===== src/source/pipe_ctrl_pkg.sv =====
// pipeline control definitions
// stage state encoding and work timer constants
package pipe_ctrl_pkg;

    // ------------------------------------------------------------
    // work timer
    // ------------------------------------------------------------

    // 4 bits give a 16 cycle period from one wrap to the next
    localparam int TIMER_WIDTH = 4;

    typedef logic [TIMER_WIDTH-1:0] work_count_t;

    // last count before the wrap back to zero
    localparam work_count_t TIMER_LAST = '1;

    // ------------------------------------------------------------
    // stage state machine
    // ------------------------------------------------------------

    // idle  waits for an occupied slot
    // work  raster only, runs the work timer
    // done  output register written, waits for downstream room
    typedef enum logic [1:0] {
        ST_IDLE = 2'd0,
        ST_WORK = 2'd1,
        ST_DONE = 2'd2
    } stage_state_e;

endpackage


===== src/source/raster_types_pkg.sv =====
// raster pixel formats
// screen coordinates, ray direction components, colour channels and the
// request and pixel structs passed between the stages
package raster_types_pkg;

    // ------------------------------------------------------------
    // widths
    // ------------------------------------------------------------
    localparam int COORD_WIDTH = 10;
    localparam int DIR_WIDTH = 16;
    localparam int CHANNEL_WIDTH = 8;
    // dimensions of a direction, also colour channels per pixel
    localparam int NUM_DIMS = 3;

    typedef logic [COORD_WIDTH-1:0] coord_t;
    typedef logic [DIR_WIDTH-1:0] dir_comp_t;
    typedef logic [CHANNEL_WIDTH-1:0] channel_t;

    // ------------------------------------------------------------
    // payloads
    // ------------------------------------------------------------

    // pixel request from outside, 68 bits
    typedef struct packed {
        coord_t x;
        coord_t y;
        dir_comp_t [NUM_DIMS-1:0] dir;
    } ray_request_t;

    // coloured pixel, 44 bits
    typedef struct packed {
        coord_t x;
        coord_t y;
        channel_t [NUM_DIMS-1:0] channel;
    } pixel_t;

endpackage

===== src/source/ray_core_top.sv =====
// ray core pixel pipeline
// raster, shadowing and shading stages chained by valid/full handshakes
`timescale 1ns/1ps

module ray_core_top (
    input  logic                          clk,
    input  logic                          resetn,
    input  logic                          req_add,
    input  raster_types_pkg::ray_request_t req_data,
    output logic                          req_full,
    input  logic                          pix_hold,
    output logic                          pix_valid,
    output raster_types_pkg::pixel_t       pix_data
);
    import raster_types_pkg::*;

    logic ras_valid;
    logic ras_slot_load;
    logic ras_cur_load;
    logic ras_out_load;
    logic ras_working;
    logic ras_work_done;
    pixel_t ras_pix;

    logic shdw_full;
    logic shdw_valid;
    logic shdw_slot_load;
    logic shdw_cur_load;
    logic shdw_out_load;
    pixel_t shdw_pix;

    logic shdr_full;
    logic shdr_slot_load;
    logic shdr_cur_load;
    logic shdr_out_load;

    // ------------------------------------------------------------
    // raster
    // ------------------------------------------------------------
    stage_control #(.has_work_phase(1'b1)) u_ras_ctrl (
        .clk       (clk),
        .resetn    (resetn),
        .add       (req_add),
        .hold      (shdw_full),
        .work_done (ras_work_done),
        .full      (req_full),
        .valid     (ras_valid),
        .slot_load (ras_slot_load),
        .cur_load  (ras_cur_load),
        .out_load  (ras_out_load),
        .working   (ras_working)
    );

    work_timer u_ras_timer (
        .clk    (clk),
        .resetn (resetn),
        .run    (ras_working),
        .done   (ras_work_done)
    );

    raster_data u_ras_data (
        .clk       (clk),
        .resetn    (resetn),
        .slot_load (ras_slot_load),
        .cur_load  (ras_cur_load),
        .out_load  (ras_out_load),
        .req_in    (req_data),
        .pix_out   (ras_pix)
    );

    // ------------------------------------------------------------
    // shadowing
    // ------------------------------------------------------------
    stage_control #(.has_work_phase(1'b0)) u_shdw_ctrl (
        .clk       (clk),
        .resetn    (resetn),
        .add       (ras_valid),
        .hold      (shdr_full),
        .work_done (1'b0),
        .full      (shdw_full),
        .valid     (shdw_valid),
        .slot_load (shdw_slot_load),
        .cur_load  (shdw_cur_load),
        .out_load  (shdw_out_load),
        .working   ()
    );

    pixel_stage_data u_shdw_data (
        .clk       (clk),
        .resetn    (resetn),
        .slot_load (shdw_slot_load),
        .cur_load  (shdw_cur_load),
        .out_load  (shdw_out_load),
        .pix_in    (ras_pix),
        .pix_out   (shdw_pix)
    );

    // ------------------------------------------------------------
    // shading
    // ------------------------------------------------------------
    stage_control #(.has_work_phase(1'b0)) u_shdr_ctrl (
        .clk       (clk),
        .resetn    (resetn),
        .add       (shdw_valid),
        .hold      (pix_hold),
        .work_done (1'b0),
        .full      (shdr_full),
        .valid     (pix_valid),
        .slot_load (shdr_slot_load),
        .cur_load  (shdr_cur_load),
        .out_load  (shdr_out_load),
        .working   ()
    );

    pixel_stage_data u_shdr_data (
        .clk       (clk),
        .resetn    (resetn),
        .slot_load (shdr_slot_load),
        .cur_load  (shdr_cur_load),
        .out_load  (shdr_out_load),
        .pix_in    (shdw_pix),
        .pix_out   (pix_data)
    );

endmodule


===== src/source/pixel_stage_data.sv =====
// forwarding stage datapath
// slot, current and output pixel registers for shadowing and shading
`timescale 1ns/1ps

module pixel_stage_data (
    input  logic                     clk,
    input  logic                     resetn,
    input  logic                     slot_load,
    input  logic                     cur_load,
    input  logic                     out_load,
    input  raster_types_pkg::pixel_t pix_in,
    output raster_types_pkg::pixel_t pix_out
);
    import raster_types_pkg::*;

    pixel_t slot_q;
    pixel_t cur_q;
    pixel_t out_src;

    always_ff @(posedge clk) begin
        if (slot_load) begin
            slot_q <= pix_in;
        end
        if (cur_load) begin
            cur_q <= slot_q;
        end
    end

    // without a work phase current and output load on the same edge,
    // so the slot bypasses the current register then
    assign out_src = cur_load ? slot_q : cur_q;

    always_ff @(posedge clk or negedge resetn) begin
        if (!resetn) begin
            pix_out <= '0;
        end else if (out_load) begin
            pix_out <= out_src;
        end
    end

endmodule


===== src/source/raster_data.sv =====
// raster stage datapath
// request slot, current request and the colour-forming output register
`timescale 1ns/1ps

module raster_data (
    input  logic                          clk,
    input  logic                          resetn,
    input  logic                          slot_load,
    input  logic                          cur_load,
    input  logic                          out_load,
    input  raster_types_pkg::ray_request_t req_in,
    output raster_types_pkg::pixel_t       pix_out
);
    import raster_types_pkg::*;

    ray_request_t slot_q;
    ray_request_t cur_q;
    pixel_t pix_d;

    // payload only, no reset
    always_ff @(posedge clk) begin
        if (slot_load) begin
            slot_q <= req_in;
        end
        if (cur_load) begin
            cur_q <= slot_q;
        end
    end

    // ------------------------------------------------------------
    // colour rule
    // ------------------------------------------------------------
    always_comb begin
        pix_d.x = cur_q.x;
        pix_d.y = cur_q.y;
        // upper byte of each direction component
        for (int i = 0; i < NUM_DIMS; i++) begin
            pix_d.channel[i] = cur_q.dir[i][DIR_WIDTH-1 -: CHANNEL_WIDTH];
        end
    end

    // cleared so the stage output is defined before the first pixel
    always_ff @(posedge clk or negedge resetn) begin
        if (!resetn) begin
            pix_out <= '0;
        end else if (out_load) begin
            pix_out <= pix_d;
        end
    end

endmodule


===== src/source/work_timer.sv =====
// raster work timer
// free counter that flags each wrap to zero, one work period of 16 cycles
`timescale 1ns/1ps

module work_timer (
    input  logic clk,
    input  logic resetn,
    input  logic run,
    output logic done
);
    import pipe_ctrl_pkg::*;

    work_count_t count;

    // count sits at zero between work periods, so each run starts clean
    always_ff @(posedge clk or negedge resetn) begin
        if (!resetn) begin
            count <= '0;
        end else if (run) begin
            count <= count + work_count_t'(1);
        end
    end

    // high on the cycle the count wraps back to zero
    assign done = run && (count == TIMER_LAST);

endmodule


===== src/source/stage_control.sv =====
// pipeline stage control
// one-entry slot flag and idle/work/done FSM, drives the data strobes
`timescale 1ns/1ps

module stage_control #(
    parameter bit has_work_phase = 1'b1
) (
    input  logic clk,
    input  logic resetn,
    input  logic add,
    input  logic hold,
    input  logic work_done,
    output logic full,
    output logic valid,
    output logic slot_load,
    output logic cur_load,
    output logic out_load,
    output logic working
);
    import pipe_ctrl_pkg::*;

    stage_state_e state;
    stage_state_e state_next;
    logic slot_take;
    logic slot_release;

    // add is only legal while the slot is empty
    assign slot_take = add && !full;

    // slot moves to the current register as soon as the FSM is idle
    assign slot_release = (state == ST_IDLE) && full;

    // ------------------------------------------------------------
    // next state
    // ------------------------------------------------------------
    always_comb begin
        state_next = state;
        case (state)
            ST_IDLE: begin
                if (full) begin
                    state_next = has_work_phase ? ST_WORK : ST_DONE;
                end
            end
            ST_WORK: begin
                if (work_done) begin
                    state_next = ST_DONE;
                end
            end
            ST_DONE: begin
                if (!hold) begin
                    state_next = ST_IDLE;
                end
            end
            default: begin
                state_next = ST_IDLE;
            end
        endcase
    end

    // ------------------------------------------------------------
    // strobes
    // ------------------------------------------------------------
    assign slot_load = slot_take;
    assign cur_load = slot_release;
    // output register written on the edge that enters done
    assign out_load = (state != ST_DONE) && (state_next == ST_DONE);
    assign working = (state == ST_WORK);

    always_ff @(posedge clk or negedge resetn) begin
        if (!resetn) begin
            state <= ST_IDLE;
            full <= 1'b0;
            valid <= 1'b0;
        end else begin
            state <= state_next;
            // one cycle pulse when leaving done
            valid <= (state == ST_DONE) && !hold;
            if (slot_take) begin
                full <= 1'b1;
            end else if (slot_release) begin
                full <= 1'b0;
            end
        end
    end

endmodule


===== config.mk =====
export PLATFORM = sky130hd
export DESIGN_NAME = ray_core_top
export DESIGN_NICKNAME = d
export VERILOG_FILES = /design/src/source/pipe_ctrl_pkg.sv /design/src/source/raster_types_pkg.sv /design/src/source/ray_core_top.sv /design/src/source/pixel_stage_data.sv /design/src/source/raster_data.sv /design/src/source/work_timer.sv /design/src/source/stage_control.sv
export SDC_FILE = /design/constraint.sdc
export NUM_CORES = 1
export LEC_CHECK = 0
export ABC_CLOCK_PERIOD_IN_PS = 9300
export BUFFER_PORTS_ARGS = -buffer_cell sky130_fd_sc_hd__buf_2
export CAP_MARGIN = 5
export CORE_ASPECT_RATIO = 1.25
export CORE_MARGIN = 2
export CORE_UTILIZATION = 40
export CTS_BUF_LIST = sky130_fd_sc_hd__clkbuf_2 sky130_fd_sc_hd__clkbuf_4 sky130_fd_sc_hd__clkbuf_8
export DETAILED_ROUTE_END_ITERATION = 10
export GPL_ROUTABILITY_DRIVEN = 0
export MAX_ROUTING_LAYER = met4
export PLACE_DENSITY = 0.6
export SYNTH_ARGS = -nofsm -noshare
export SYNTH_HDL_FRONTEND = slang
export SYNTH_HIERARCHICAL = 1
export SYNTH_SLANG_ARGS = --single-unit

===== constraint.sdc =====
create_clock -name clk -period 9.3 [get_ports clk]
set_input_delay 0.93 -clock clk [delete_from_list [all_inputs] [get_ports clk]]
set_output_delay 0.93 -clock clk [all_outputs]
set_load 0.05 [all_outputs]

# == Yosys cells after proc, flatten, opt, wreduce, memory -nomap -nowiden ==
# Cells that the tools add are included.
# classes
add_sub_neg,1
eq_ne,13
muxes,18
n_reduce_logical,23
# ops
op,n
$mux 44,2
$pmux 2 s3,3
$mux 2,7
$logic_and 1x1->1,13
$eq 2x2->1 const B,6
$eq 2x1->1 const B,3
$logic_not 2->1,3
$mux 1,6
$ne 2x2->1 const B,3
$reduce_bool 2->1,3
$add 4x1->4 const B,1
$eq 4x4->1 const B,1
$logic_not 1->1,4
# word_totals
regBits,460
inputBits,72
output_inout_bits,46
word_cells,110

# == Logic depth before layout (Yosys ltp) ==
# Gate-level depths: netlist (run 1).
# logic_depth
word_depth,6
mapped_depth,7

# == Hierarchy ==
# The synthesis (run 1) kept the hierarchy.
# by_module_without_submodules
module,instances,cells_each,area_each_um2,seq_area_each_um2
pixel_stage_data,2,230,4715.8,3303.2
raster_data,1,181,4480.5,3743.6
stage_control (u_shdr_ctrl ...),2,15,177.7,100.1
stage_control (u_ras_ctrl),1,16,180.2,100.1
work_timer,1,13,167.7,100.1
ray_core_top,1,1,3.8,0.0

# == Worst setup path after synthesis (run 1) ==
# OpenSTA, ideal clock, no wires.
# synth_timing
kind,register to register
from,reg u_ras_ctrl.full
to,reg u_ras_data/cur_q[10] (netlist name) (enable)
setup_time_ps,512
arrival_ps,4049
t_required_ps,8788
path_slack_ps,4738
path_stages_with_launch,2
path_buffers,0
period_less_slack_ps,4562
cell_sequence,dfrtp_1 -> nor3b_1
# synth_between
elab_chain_len,1
# synth_lines
item,line_no,source
from (decl),stage_control.sv:13,"output logic full,"
from (signal assigned),stage_control.sv:72,full <= 1'b0;
from (signal assigned),stage_control.sv:79,full <= 1'b1;
from (signal assigned),stage_control.sv:81,full <= 1'b0;
$logic_and 1x1->1,stage_control.sv:31,assign slot_release = (state == ST_IDLE) && full;
named net ras_cur_load,ray_core_top.sv:19,logic ras_cur_load;
to (signal assigned),raster_data.sv:26,cur_q <= slot_q;
to (decl),raster_data.sv:17,ray_request_t cur_q;
# The timed path passes the listed nets, and every way through them passes these cells.
# A chain may end at the register's enable or synchronous reset.

# == Worst setup path after layout (run 1) ==
# layout_timing
from,reg u_ras_ctrl.state[1]
to,reg u_ras_data/pix_out[15] (netlist name)
# layout_between
elab_chain_len,6
# layout_lines
item,line_no,source
from (decl),stage_control.sv:22,stage_state_e state;
from (signal assigned),stage_control.sv:75,state <= state_next;
$eq 2x1->1,stage_control.sv:67,assign working = (state == ST_WORK);
named net ras_working,ray_core_top.sv:21,logic ras_working;
$logic_and 1x1->1,work_timer.sv:25,assign done = run && (count == TIMER_LAST);
named net ras_work_done,ray_core_top.sv:22,logic ras_work_done;
$mux 2,stage_control.sv:45,if (work_done) begin
$pmux 2 s3,stage_control.sv:38,case (state)
$eq 2x2->1,stage_control.sv:66,assign out_load = (state != ST_DONE) && (state_next == ST_DONE);
$logic_and 1x1->1,stage_control.sv:66,
named net ras_out_load,ray_core_top.sv:20,logic ras_out_load;
to (signal assigned),raster_data.sv:47,pix_out <= pix_d;
to (decl),raster_data.sv:12,output raster_types_pkg::pixel_t pix_out
# The timed path passes the listed nets, and every way through them passes these cells.

==> results of run 1 <==
==> cell families (layout without fill, tap and decap cells) <==
| family | after synthesis | in the layout |
|---|---|---|
| flops | 412 | 412 |
| mux | 225 | 225 |
| simple gates | 30 | 30 |
| buf+inv | 25 | 211 |
| compound gates | 4 | 4 |
| xor+xnor | 3 | 3 |
| fa+ha+maj | 1 | 1 |
| other cells | 1 | 7 |
==> metal layers <==
| metal | track usage [%] | vias to the layer above | wire, µm |
|---|---|---|---|
| met5 | - | - | 0 |
| met4 | 4.639 | 0 | 522 |
| met3 | 2.720 | 44 | 912 |
| met2 | 14.95 | 117 | 8232 |
| met1 | 15.42 | 2751 | 9928 |
| li1 | - | 2858 | - |
==> per-stage QoR <==
stage          area (µm²)  util [%]  power, W  std cells
6_report            16820     46.45  0.006258       1373
3_3_place_gp        15490     42.78  0.004744       1262
4_1_cts             16810     46.44  0.006365       1372
2_1_floorplan       14640         -  0.004472        706
3_5_place_dp        15490     42.78  0.004794       1262
5_1_grt             16810     46.44  0.006592       1372
==> flip-flops by register name (all words and copies together), names as in the netlist, 2 cells and up <==
signal and flops:
u_ras_data/cur_q 44, u_ras_data/pix_out 44, u_ras_data/slot_q 44, u_shdr_data/cur_q 44
u_shdr_data/pix_out 44, u_shdr_data/slot_q 44, u_shdw_data/cur_q 44, u_shdw_data/pix_out 44
u_shdw_data/slot_q 44, u_ras_timer/count 4, u_ras_ctrl/state 2, u_shdr_ctrl/state 2
u_shdw_ctrl/state 2
==> layout by cell type (no fill, tap or decap), drive strengths merged, types with 6 or more instances in the layout <==
cell type,n
clkbuf,92
mux2,221
edfxtp,176
clkinv,14
nor2,9
conb,6
dfrtp,148
nor3b,6
buf,101
dfxtp,88
==> critical path, cell delays in order (launching register included) <==
cell and delay [ns]:
dfrtp_1 0.45, and2b_2 0.29, nand2_1 0.10, nor2_1 0.13, and3b_2 0.18, buf_4 0.61, mux2_2 0.41
==> power groups by stage <==
| stage | Sequential [W] | Combinational (W) | Clock, W |
|---|---|---|---|
| final | 0.00289 | 0.00184 | 0.00153 |
| after global routing | 0.00297 | 0.00196 | 0.00166 |
| after CTS | 0.00290 | 0.00187 | 0.00159 |
| after detailed placement | 0.00293 | 0.00187 | 0 |
| after global placement | 0.00292 | 0.00183 | 0 |
| after floorplan | 0.00319 | 0.00128 | 0 |
==> final timing paths <==
kind | from | endpoint | slack [ns] | cells past startpoint
worst max-delay path | u_ras_ctrl/state[1]$_DFF_PN0_ | u_ras_data/pix_out[15]$_DFFE_PN0P_ | 7.02 | 6
worst min-delay path | resetn | u_shdr_data/pix_out[12]$_DFFE_PN0P_ | 0.40 | 1
worst max register to register | u_ras_ctrl/state[1]$_DFF_PN0_ | u_ras_data/pix_out[15]$_DFFE_PN0P_ | 7.02 | 6
worst min register to register | u_ras_data/slot_q[28]$_DFFE_PP_ | u_ras_data/cur_q[28]$_DFFE_PP_ | 0.42 | 0
max in group asynchronous | resetn | u_ras_timer/count[1]$_DFFE_PN0P_ | 7.55 | 2
min in group clk | u_ras_data/slot_q[28]$_DFFE_PP_ | u_ras_data/cur_q[28]$_DFFE_PP_ | 0.42 | 0
==> cell type report <==
type / count / area share, %
flip-flops and latches: 412 / 63.92
diodes: 1 / 0.01488
well taps: 480 / 3.571
clock inverters: 18 / 1.094
clock buffers: 92 / 6.785
multi-input cells: 269 / 21.45
repair buffers: 101 / 3.162
==> results.ini, run 1 <==
[run_status]
status=finished clean

[cts]
postCtsHoldBufs=0
cts.sinks=412
clkTransAtPathRegs_ns=0.06
cts_max_path_buffers=3
post_cts_buffers=0
cts.htree.levels=2
cts.repair.resized=0
cts_buffers=58
insertion_delay_ns=0.59
root_buffer=clkbuf_8
cts_tree=done

[synth]
synth_top_family_by_area=multiplexers
synth_top_flop_cell=edfxtp_1
synth-seq-cells=412
synth_most_common_cell=mux2_4
synth_edf_count=176
ys_async_sr_fraction_pct=35.92
synthAdderAreaFrac_pct=0.08559
synth.cell_area_mm2=0.01462
seq_area_frac_synth_pct=73.54
synth_compound_area_share_pct=0.2311
synthCells=701
synth_xor_area_share_pct=0.1797
synth_simple_gate_area_share_pct=1.224
synth_mux_area_share_pct=22.43
synth.top_cell.area_share_pct=36.15
synth_common_cells=200 x mux2_4, 176 x edfxtp_1, 148 x dfrtp_1
synth_top_cell_by_area=edfxtp_1
yosysUniqueCellTypes=28
yosysWarnings=6
synth.top_cells.by_area=edfxtp_1 36%, dfrtp_1 25%, mux2_4 21%
synth_area_per_cell_um2=20.85

[global_route]
overflow=0
grt_pass1_vias=6181
grt_max_degree=84
grt_pass1_wl_mm=32.70
antenna_found_initial=0
grt.total_usage_pct=10.91

[sta]
layout_min_cycle_time_ns=2.284
finalHoldViolCount=0
worst_slack_ns=7.016
finalSetupViolCount=0
rsz0062_at_grt=no
max-slew-margin-rel_pct=20.45
period_share_pct=24.56
slew_violations=0
max_freq_ghz=0.4378
worst_pin_slew_ns=1.191
fin_worst_hold_slack_ns=0.4012
skew_ns=0.01947
fin_tns_setup_ns=0

[place]
io_buffers=93
dp_hpwl_mm=12.25
place_ws_ns=6.806

[drt]
vias_per_cell=4.202
first_pass_iters=4
via_count=5770
post_drt_wl_per_cell_um=14.27
drc=0
dr.first_iter.drc_count=201
wl_mm=19.60
postRouteAntennaNets=0

[floorplanning]
core_area_mm2=0.03621
die_y_um=217.7
initial_core_util_pct=40.38
die_x_um=175.0
die-area_mm2=0.03810
rows=78
ios=118

[critical_path]
critPathKind=flip-flop to flip-flop
endpoint_kind=flip-flop
critPathLaunchType=flip-flop
cp_data_required_time_ns=9.77
cp_max_fo=45
crit_arrival_ns=2.76

[finish]
seq_area_mm2=0.01075
nets=915
multi_input_area_mm2=0.003607
layout-drive-gt1-share_pct=49.33
area_growth_pct=15.04
fill_cells=3043

[power_and_ir_drop]
p_leak_nw=6.936
power_frac_seq_pct=46.2
p_clk_share_pct=24.4
p_int_w=0.004478
ir_drop_v=0.0001188
combPwrFrac_pct=29.4
powerDensity_mw_per_mm2=372.1
switching_share_pct=28.45
switching_power_w=0.001780

[hold_path]
min_path_type=primary input to async pin

[flow_run]
maxCapViolCount=0

(Power assumes the default switching activity.)
==> run 2: changes to the inputs <==
--- a/config.mk
+++ b/config.mk
@@ -5,7 +5,7 @@
 export SDC_FILE = /design/constraint.sdc
 export NUM_CORES = 1
 export LEC_CHECK = 0
-export ABC_CLOCK_PERIOD_IN_PS = 9300
+export ABC_CLOCK_PERIOD_IN_PS = 1900
 export BUFFER_PORTS_ARGS = -buffer_cell sky130_fd_sc_hd__buf_2
 export CAP_MARGIN = 5
 export CORE_ASPECT_RATIO = 1.25
@@ -15,7 +15,7 @@
 export DETAILED_ROUTE_END_ITERATION = 10
 export GPL_ROUTABILITY_DRIVEN = 0
 export MAX_ROUTING_LAYER = met4
-export PLACE_DENSITY = 0.6
+export PLACE_DENSITY = 0.62
 export SYNTH_ARGS = -nofsm -noshare
 export SYNTH_HDL_FRONTEND = slang
 export SYNTH_HIERARCHICAL = 1
==> constraint.sdc (replaced) <==
create_clock -name clk -period 1.9 [get_ports clk]
set_input_delay 0.19 -clock clk [delete_from_list [all_inputs] [get_ports clk]]
set_output_delay 0.19 -clock clk [all_outputs]
set_load 0.05 [all_outputs]
==> run 2 against run 1 <==
Effect of this change:
- fmax increased by 25%
- utilization is 2.5 points higher
- clock skew is 0.0095 ns lower
- sequential share of layout area shrank 3.3 points
- combinational power grew to 5.3 times the previous value
- sequential cell count stayed put
- routed wire length increased by 4.4%
- critical path type unchanged
- clock-buffer cell count shrank 11
- register-to-register slack got worse by 6.9 ns
==> results.ini, run 2 (synthesis gave the netlist of run 1 again) <==
[drt]
first_pass_iters=4
via_count=6102
postRouteAntennaNets=0
wl_mm=20.45
vias_per_cell=4.205
post_drt_wl_per_cell_um=14.09
dr.first_iter.drc_count=257
drc=0

[critical_path]
crit_arrival_ns=2.31
critical_path.max_stage_delay_ns=0.39
cp_data_required_time_ns=2.37
cp_slowest_cell=dfrtp_1
crit_chain=and2b_2, nand2_1, nor2_1, and3b_2, buf_12, buf_6, mux2_4
cp_max_fo=9
critPathKind=flip-flop to flip-flop
critPathLaunchType=flip-flop
endpoint_kind=flip-flop

[finish]
layout.cells.most_common_list=200 x mux2_4, 176 x edfxtp_1, 147 x dfrtp_1, 92 x buf_2, 88 x dfxtp_1
area_growth_pct=21.28
finish.instance_area_mm2=0.01773
stdcell_count=1451
layout-drive-gt1-share_pct=48.56
layout_commonest_cell=mux2_4
nets=994

[cts]
insertion_delay_ns=0.59
cts_buffers=57
clkTransAtPathRegs_ns=0.07
cts_tree=done
root_buffer=clkbuf_8
cts.htree.levels=2
cts.sinks=412
cts.repair.resized=0
cts_max_path_buffers=3

[place]
placed_area_mm2=0.01587
dp_hpwl_mm=12.74
place_ws_ns=0.04987
io_buffers=93
place_inst=1288

[floorplanning]
ios=118
rows=78
core_area_mm2=0.03621
die_y_um=217.7
die_x_um=175.0
die-area_mm2=0.03810
initial_core_util_pct=40.38

[global_route]
grt.total_usage_pct=11.39
overflow=0
grt_pass1_vias=6389
antenna_found_initial=1
grt_pass1_wl_mm=34.14
grt_max_degree=50

[sta]
layout_min_cycle_time_ns=1.831
period_share_pct=96.38
worst_slack_ns=0.06880
max_freq_ghz=0.5461
slew_violations=0
finalHoldViolCount=0
skew_ns=0.01001
fin_tns_setup_ns=0
finalSetupViolCount=0

[flow_run]
maxCapViolCount=0

[power_and_ir_drop]
p_leak_nw=7.337
powerDensity_mw_per_mm2=1756
ir_drop_v=0.0006711

[run_status]
status=finished clean

[hold_path]
min_path_type=primary input to async pin

[run 2: cell count changes in the layout (fill, tap and decap cells not counted), sizes merged]
cell,previous run,this run
clkbuf,92,83
bufinv,4,5
clkinv,14,20
dlygate4sd3,0,47
clkinvlp,0,2
buf,101,132
[run 2: final timing paths]
kind / cells after the start / endpoint / slack (ns) / from
max: 7 / u_ras_data/pix_out[19]$_DFFE_PN0P_ / 0.07 / u_ras_ctrl/state[1]$_DFF_PN0_
max in group asynchronous: 3 / u_shdr_data/pix_out[7]$_DFFE_PN0P_ / 1.25 / resetn
max reg2reg: 7 / u_ras_data/pix_out[19]$_DFFE_PN0P_ / 0.07 / u_ras_ctrl/state[1]$_DFF_PN0_
min reg2reg: 0 / u_ras_data/cur_q[59]$_DFFE_PP_ / 0.42 / u_ras_data/slot_q[59]$_DFFE_PP_
min in group clk: 2 / u_ras_data/slot_q[63]$_DFFE_PP_ / 0.31 / req_data[63]
min: 2 / u_ras_data/pix_out[36]$_DFFE_PN0P_ / 0.05 / resetn
[run 2: layout make-up]
| cell class | count | area [µm²] |
|---|---|---|
| Clock inverter | 27 | 257.7 |
| Timing Repair Buffer | 181 | 1476 |
| Tap cell | 480 | 600.6 |
| Multi-Input combinational cell | 269 | 3613 |
| Sequential cell | 412 | 10750 |
| Antenna cell | 1 | 2.502 |
| Fill cell | 2985 | 18480 |
| Clock buffer | 81 | 1027 |
[run 2: layer usage]
metal / global-route usage [%] / share of wire, %
met5: - / 0
met3: 2.842 / 4.8
met2: 16.09 / 44
met4: 4.722 / 2.5
met1: 15.74 / 49
[run 2: worst max-delay path: cells and delay by family, from the launching register on]
kind	cells	cell delay, ns
flops	1	0.39
simple gates	4	0.72
buf+inv	2	0.30
mux	1	0.31
[run 2: metrics by stage]
| step | hold slack (ns) | utilization [%] | power (W) |
|---|---|---|---|
| floorplan | -0.1056 | - | 0.02188 |
| global placement | 0.1097 | 43.82 | 0.02366 |
| detailed placement | 0.1103 | 43.82 | 0.02389 |
| CTS | 0.01349 | 48.67 | 0.03151 |
| global route | 0.03757 | 48.97 | 0.03287 |
| finish | 0.05081 | 48.97 | 0.03114 |
[run 2: timing repair]
| action | CTS | global route |
|---|---|---|
| hold buffers | 47 | 0 |
| hold endpoints to repair | 196 | 0 |
| setup buffers | 0 | 4 |
| setup endpoints to repair | 0 | 36 |
[run 2: where the power goes]
part	switching (W)	total (W)	leakage, nW	internal, W
Sequential	0.00128	0.0141	4.18	0.0128
Combinational	0.00444	0.00969	2.48	0.00526
Clock	0.00318	0.00737	0.681	0.00418
==> run 3: changes to the inputs <==
--- a/config.mk
+++ b/config.mk
@@ -16,6 +16,7 @@
 export GPL_ROUTABILITY_DRIVEN = 0
 export MAX_ROUTING_LAYER = met4
 export PLACE_DENSITY = 0.62
+export RECOVER_POWER = 50
 export SYNTH_ARGS = -nofsm -noshare
 export SYNTH_HDL_FRONTEND = slang
 export SYNTH_HIERARCHICAL = 1
==> run 3 against run 2 <==
Effect of this change:
- fmax is 0.13% lower
- register-to-register slack hardly changed
- die area stayed put
- critical path depth stayed put
- sequential cell count stayed put
- utilization is 0.18 points lower
- final cell count stayed put
- hold slack better by 0.18 ns
- clock skew hardly changed
- first-iteration DRC count is 5.1% higher
- design area is 0.37% lower
- critical path type unchanged
- critical endpoint unchanged
- largest power group unchanged
==> results.ini, run 3 (synthesis gave the netlist of run 1 again) <==
[cts]
clkTransAtPathRegs_ns=0.07
cts.htree.levels=2
cts.repair.resized=0
cts.sinks=412
insertion_delay_ns=0.59
cts_max_path_buffers=3
cts_buffers=57
root_buffer=clkbuf_8
cts_tree=done

[drt]
dr.first_iter.drc_count=270
first_pass_iters=4
postRouteAntennaNets=0
top_layer_used=met4
via_count=6111
wl_met2_mm=8.961
drc=0
routedLengthMet1_mm=9.991
vias_per_cell=4.212
dr_wl_met3_um=969
wl_mm=20.44
post_drt_wl_per_cell_um=14.08

[global_route]
overflow=0
grt_pass1_wl_mm=34.14
grt.total_usage_pct=11.39
grt_pass1_vias=6389
antenna_found_initial=1
grt_max_degree=50

[critical_path]
critPathLaunchType=flip-flop
cp_max_fo=9
cp_data_required_time_ns=2.37
setup.worst_path.start=u_ras_ctrl/state[1]$_DFF_PN0_
endpoint_kind=flip-flop
r2r_start=u_ras_ctrl/state[1]$_DFF_PN0_
crit_arrival_ns=2.31
critPathKind=flip-flop to flip-flop

[hold_path]
min_path_type=primary input to async pin

[sta]
max_freq_ghz=0.5454
max-slew-margin-rel_pct=43.67
layout_min_cycle_time_ns=1.834
slew_violations=0
finalHoldViolCount=0
skew_ns=0.01001
worst_slack_ns=0.06642
fin_tns_setup_ns=0
period_share_pct=96.50
finalSetupViolCount=0
worst_pin_slew_ns=0.8449

[finish]
layout_commonest_cell=mux2_4
layout.cells.most_common_list=200 x mux2_4, 176 x edfxtp_1, 147 x dfrtp_1, 88 x dfxtp_1, 83 x buf_2
post-route-util_pct=48.79
area_growth_pct=20.83
nets=994
layout-drive-gt1-share_pct=47.01

[place]
place_ws_ns=0.04987
io_buffers=93
dp_hpwl_mm=12.74

[power_and_ir_drop]
powerDensity_mw_per_mm2=1761
ir_drop_v=0.0006711
total_power_w=0.03110
p_leak_nw=7.284

[floorplanning]
die-area_mm2=0.03810
rows=78
die_x_um=175.0
initial_core_util_pct=40.38
core_area_mm2=0.03621
die_y_um=217.7
ios=118

[flow_run]
maxCapViolCount=0

[run_status]
status=finished clean

## run 3: cell types whose count changed in the layout (fill, tap and decap cells not counted), sizes merged
cell,previous run,this run
buf,132,115
clkbuf,83,100
## run 3: cell type report
class / instances / area, µm²
fill: 2990 / 18540
multi-input combinational: 269 / 3608
clock inverter: 27 / 257.7
timing repair buffer: 181 / 1416
sequential: 412 / 10750
antenna: 1 / 2.502
tap: 480 / 600.6
clock buffer: 81 / 1027
## run 3: metal layers
layer / global-route usage, % / vias to the layer above
met5: - / -
met4: 4.722 / 0
met3: 2.842 / 45
met2: 16.09 / 122
met1: 15.74 / 2912
li1: - / 3032
## run 3: power by group
| group | internal, W | switching, W | total, W |
|---|---|---|---|
| logic | 0.00523 | 0.00443 | 0.00966 |
| registers | 0.0128 | 0.00128 | 0.0141 |
| clock network | 0.00418 | 0.00318 | 0.00737 |
## run 3: final timing paths
kind                                                             to  slack (ns)  depth (start not counted)
min in group clk                    u_ras_data/slot_q[63]$_DFFE_PP_        0.31                          2
worst min-delay path             u_ras_data/pix_out[36]$_DFFE_PN0P_        0.23                          2
max in group asynchronous       u_shdr_data/pix_out[16]$_DFFE_PN0P_        0.38                          3
worst min register to register       u_ras_data/cur_q[59]$_DFFE_PP_        0.42                          0
worst max-delay path             u_ras_data/pix_out[19]$_DFFE_PN0P_        0.07                          7
worst max register to register   u_ras_data/pix_out[19]$_DFFE_PN0P_        0.07                          7
## run 3: critical path: stages, from the launching register on
cell	delay, ns
dfrtp_1	0.39
and2b_2	0.25
nand2_1	0.08
nor2_1	0.14
and3b_2	0.25
buf_12	0.13
buf_6	0.17
mux2_4	0.31
## run 3: metrics by stage
step                      cell area (µm²)  cells  hold WS [ns]
after floorplan                     14670    706       -0.1056
after global placement              15870   1288        0.1097
after detailed placement            15870   1288        0.1103
after CTS                           17620   1443       0.01349
after global routing                17660   1451        0.2748
final                               17660   1451        0.2320
## run 3: timing repair
| item | in CTS | in global routing |
|---|---|---|
| setup endpoints to repair | 0 | 36 |
| buffers inserted | 0 | 4 |
| hold buffers | 47 | 0 |
| endpoints found under the hold margin | 196 | 0 |
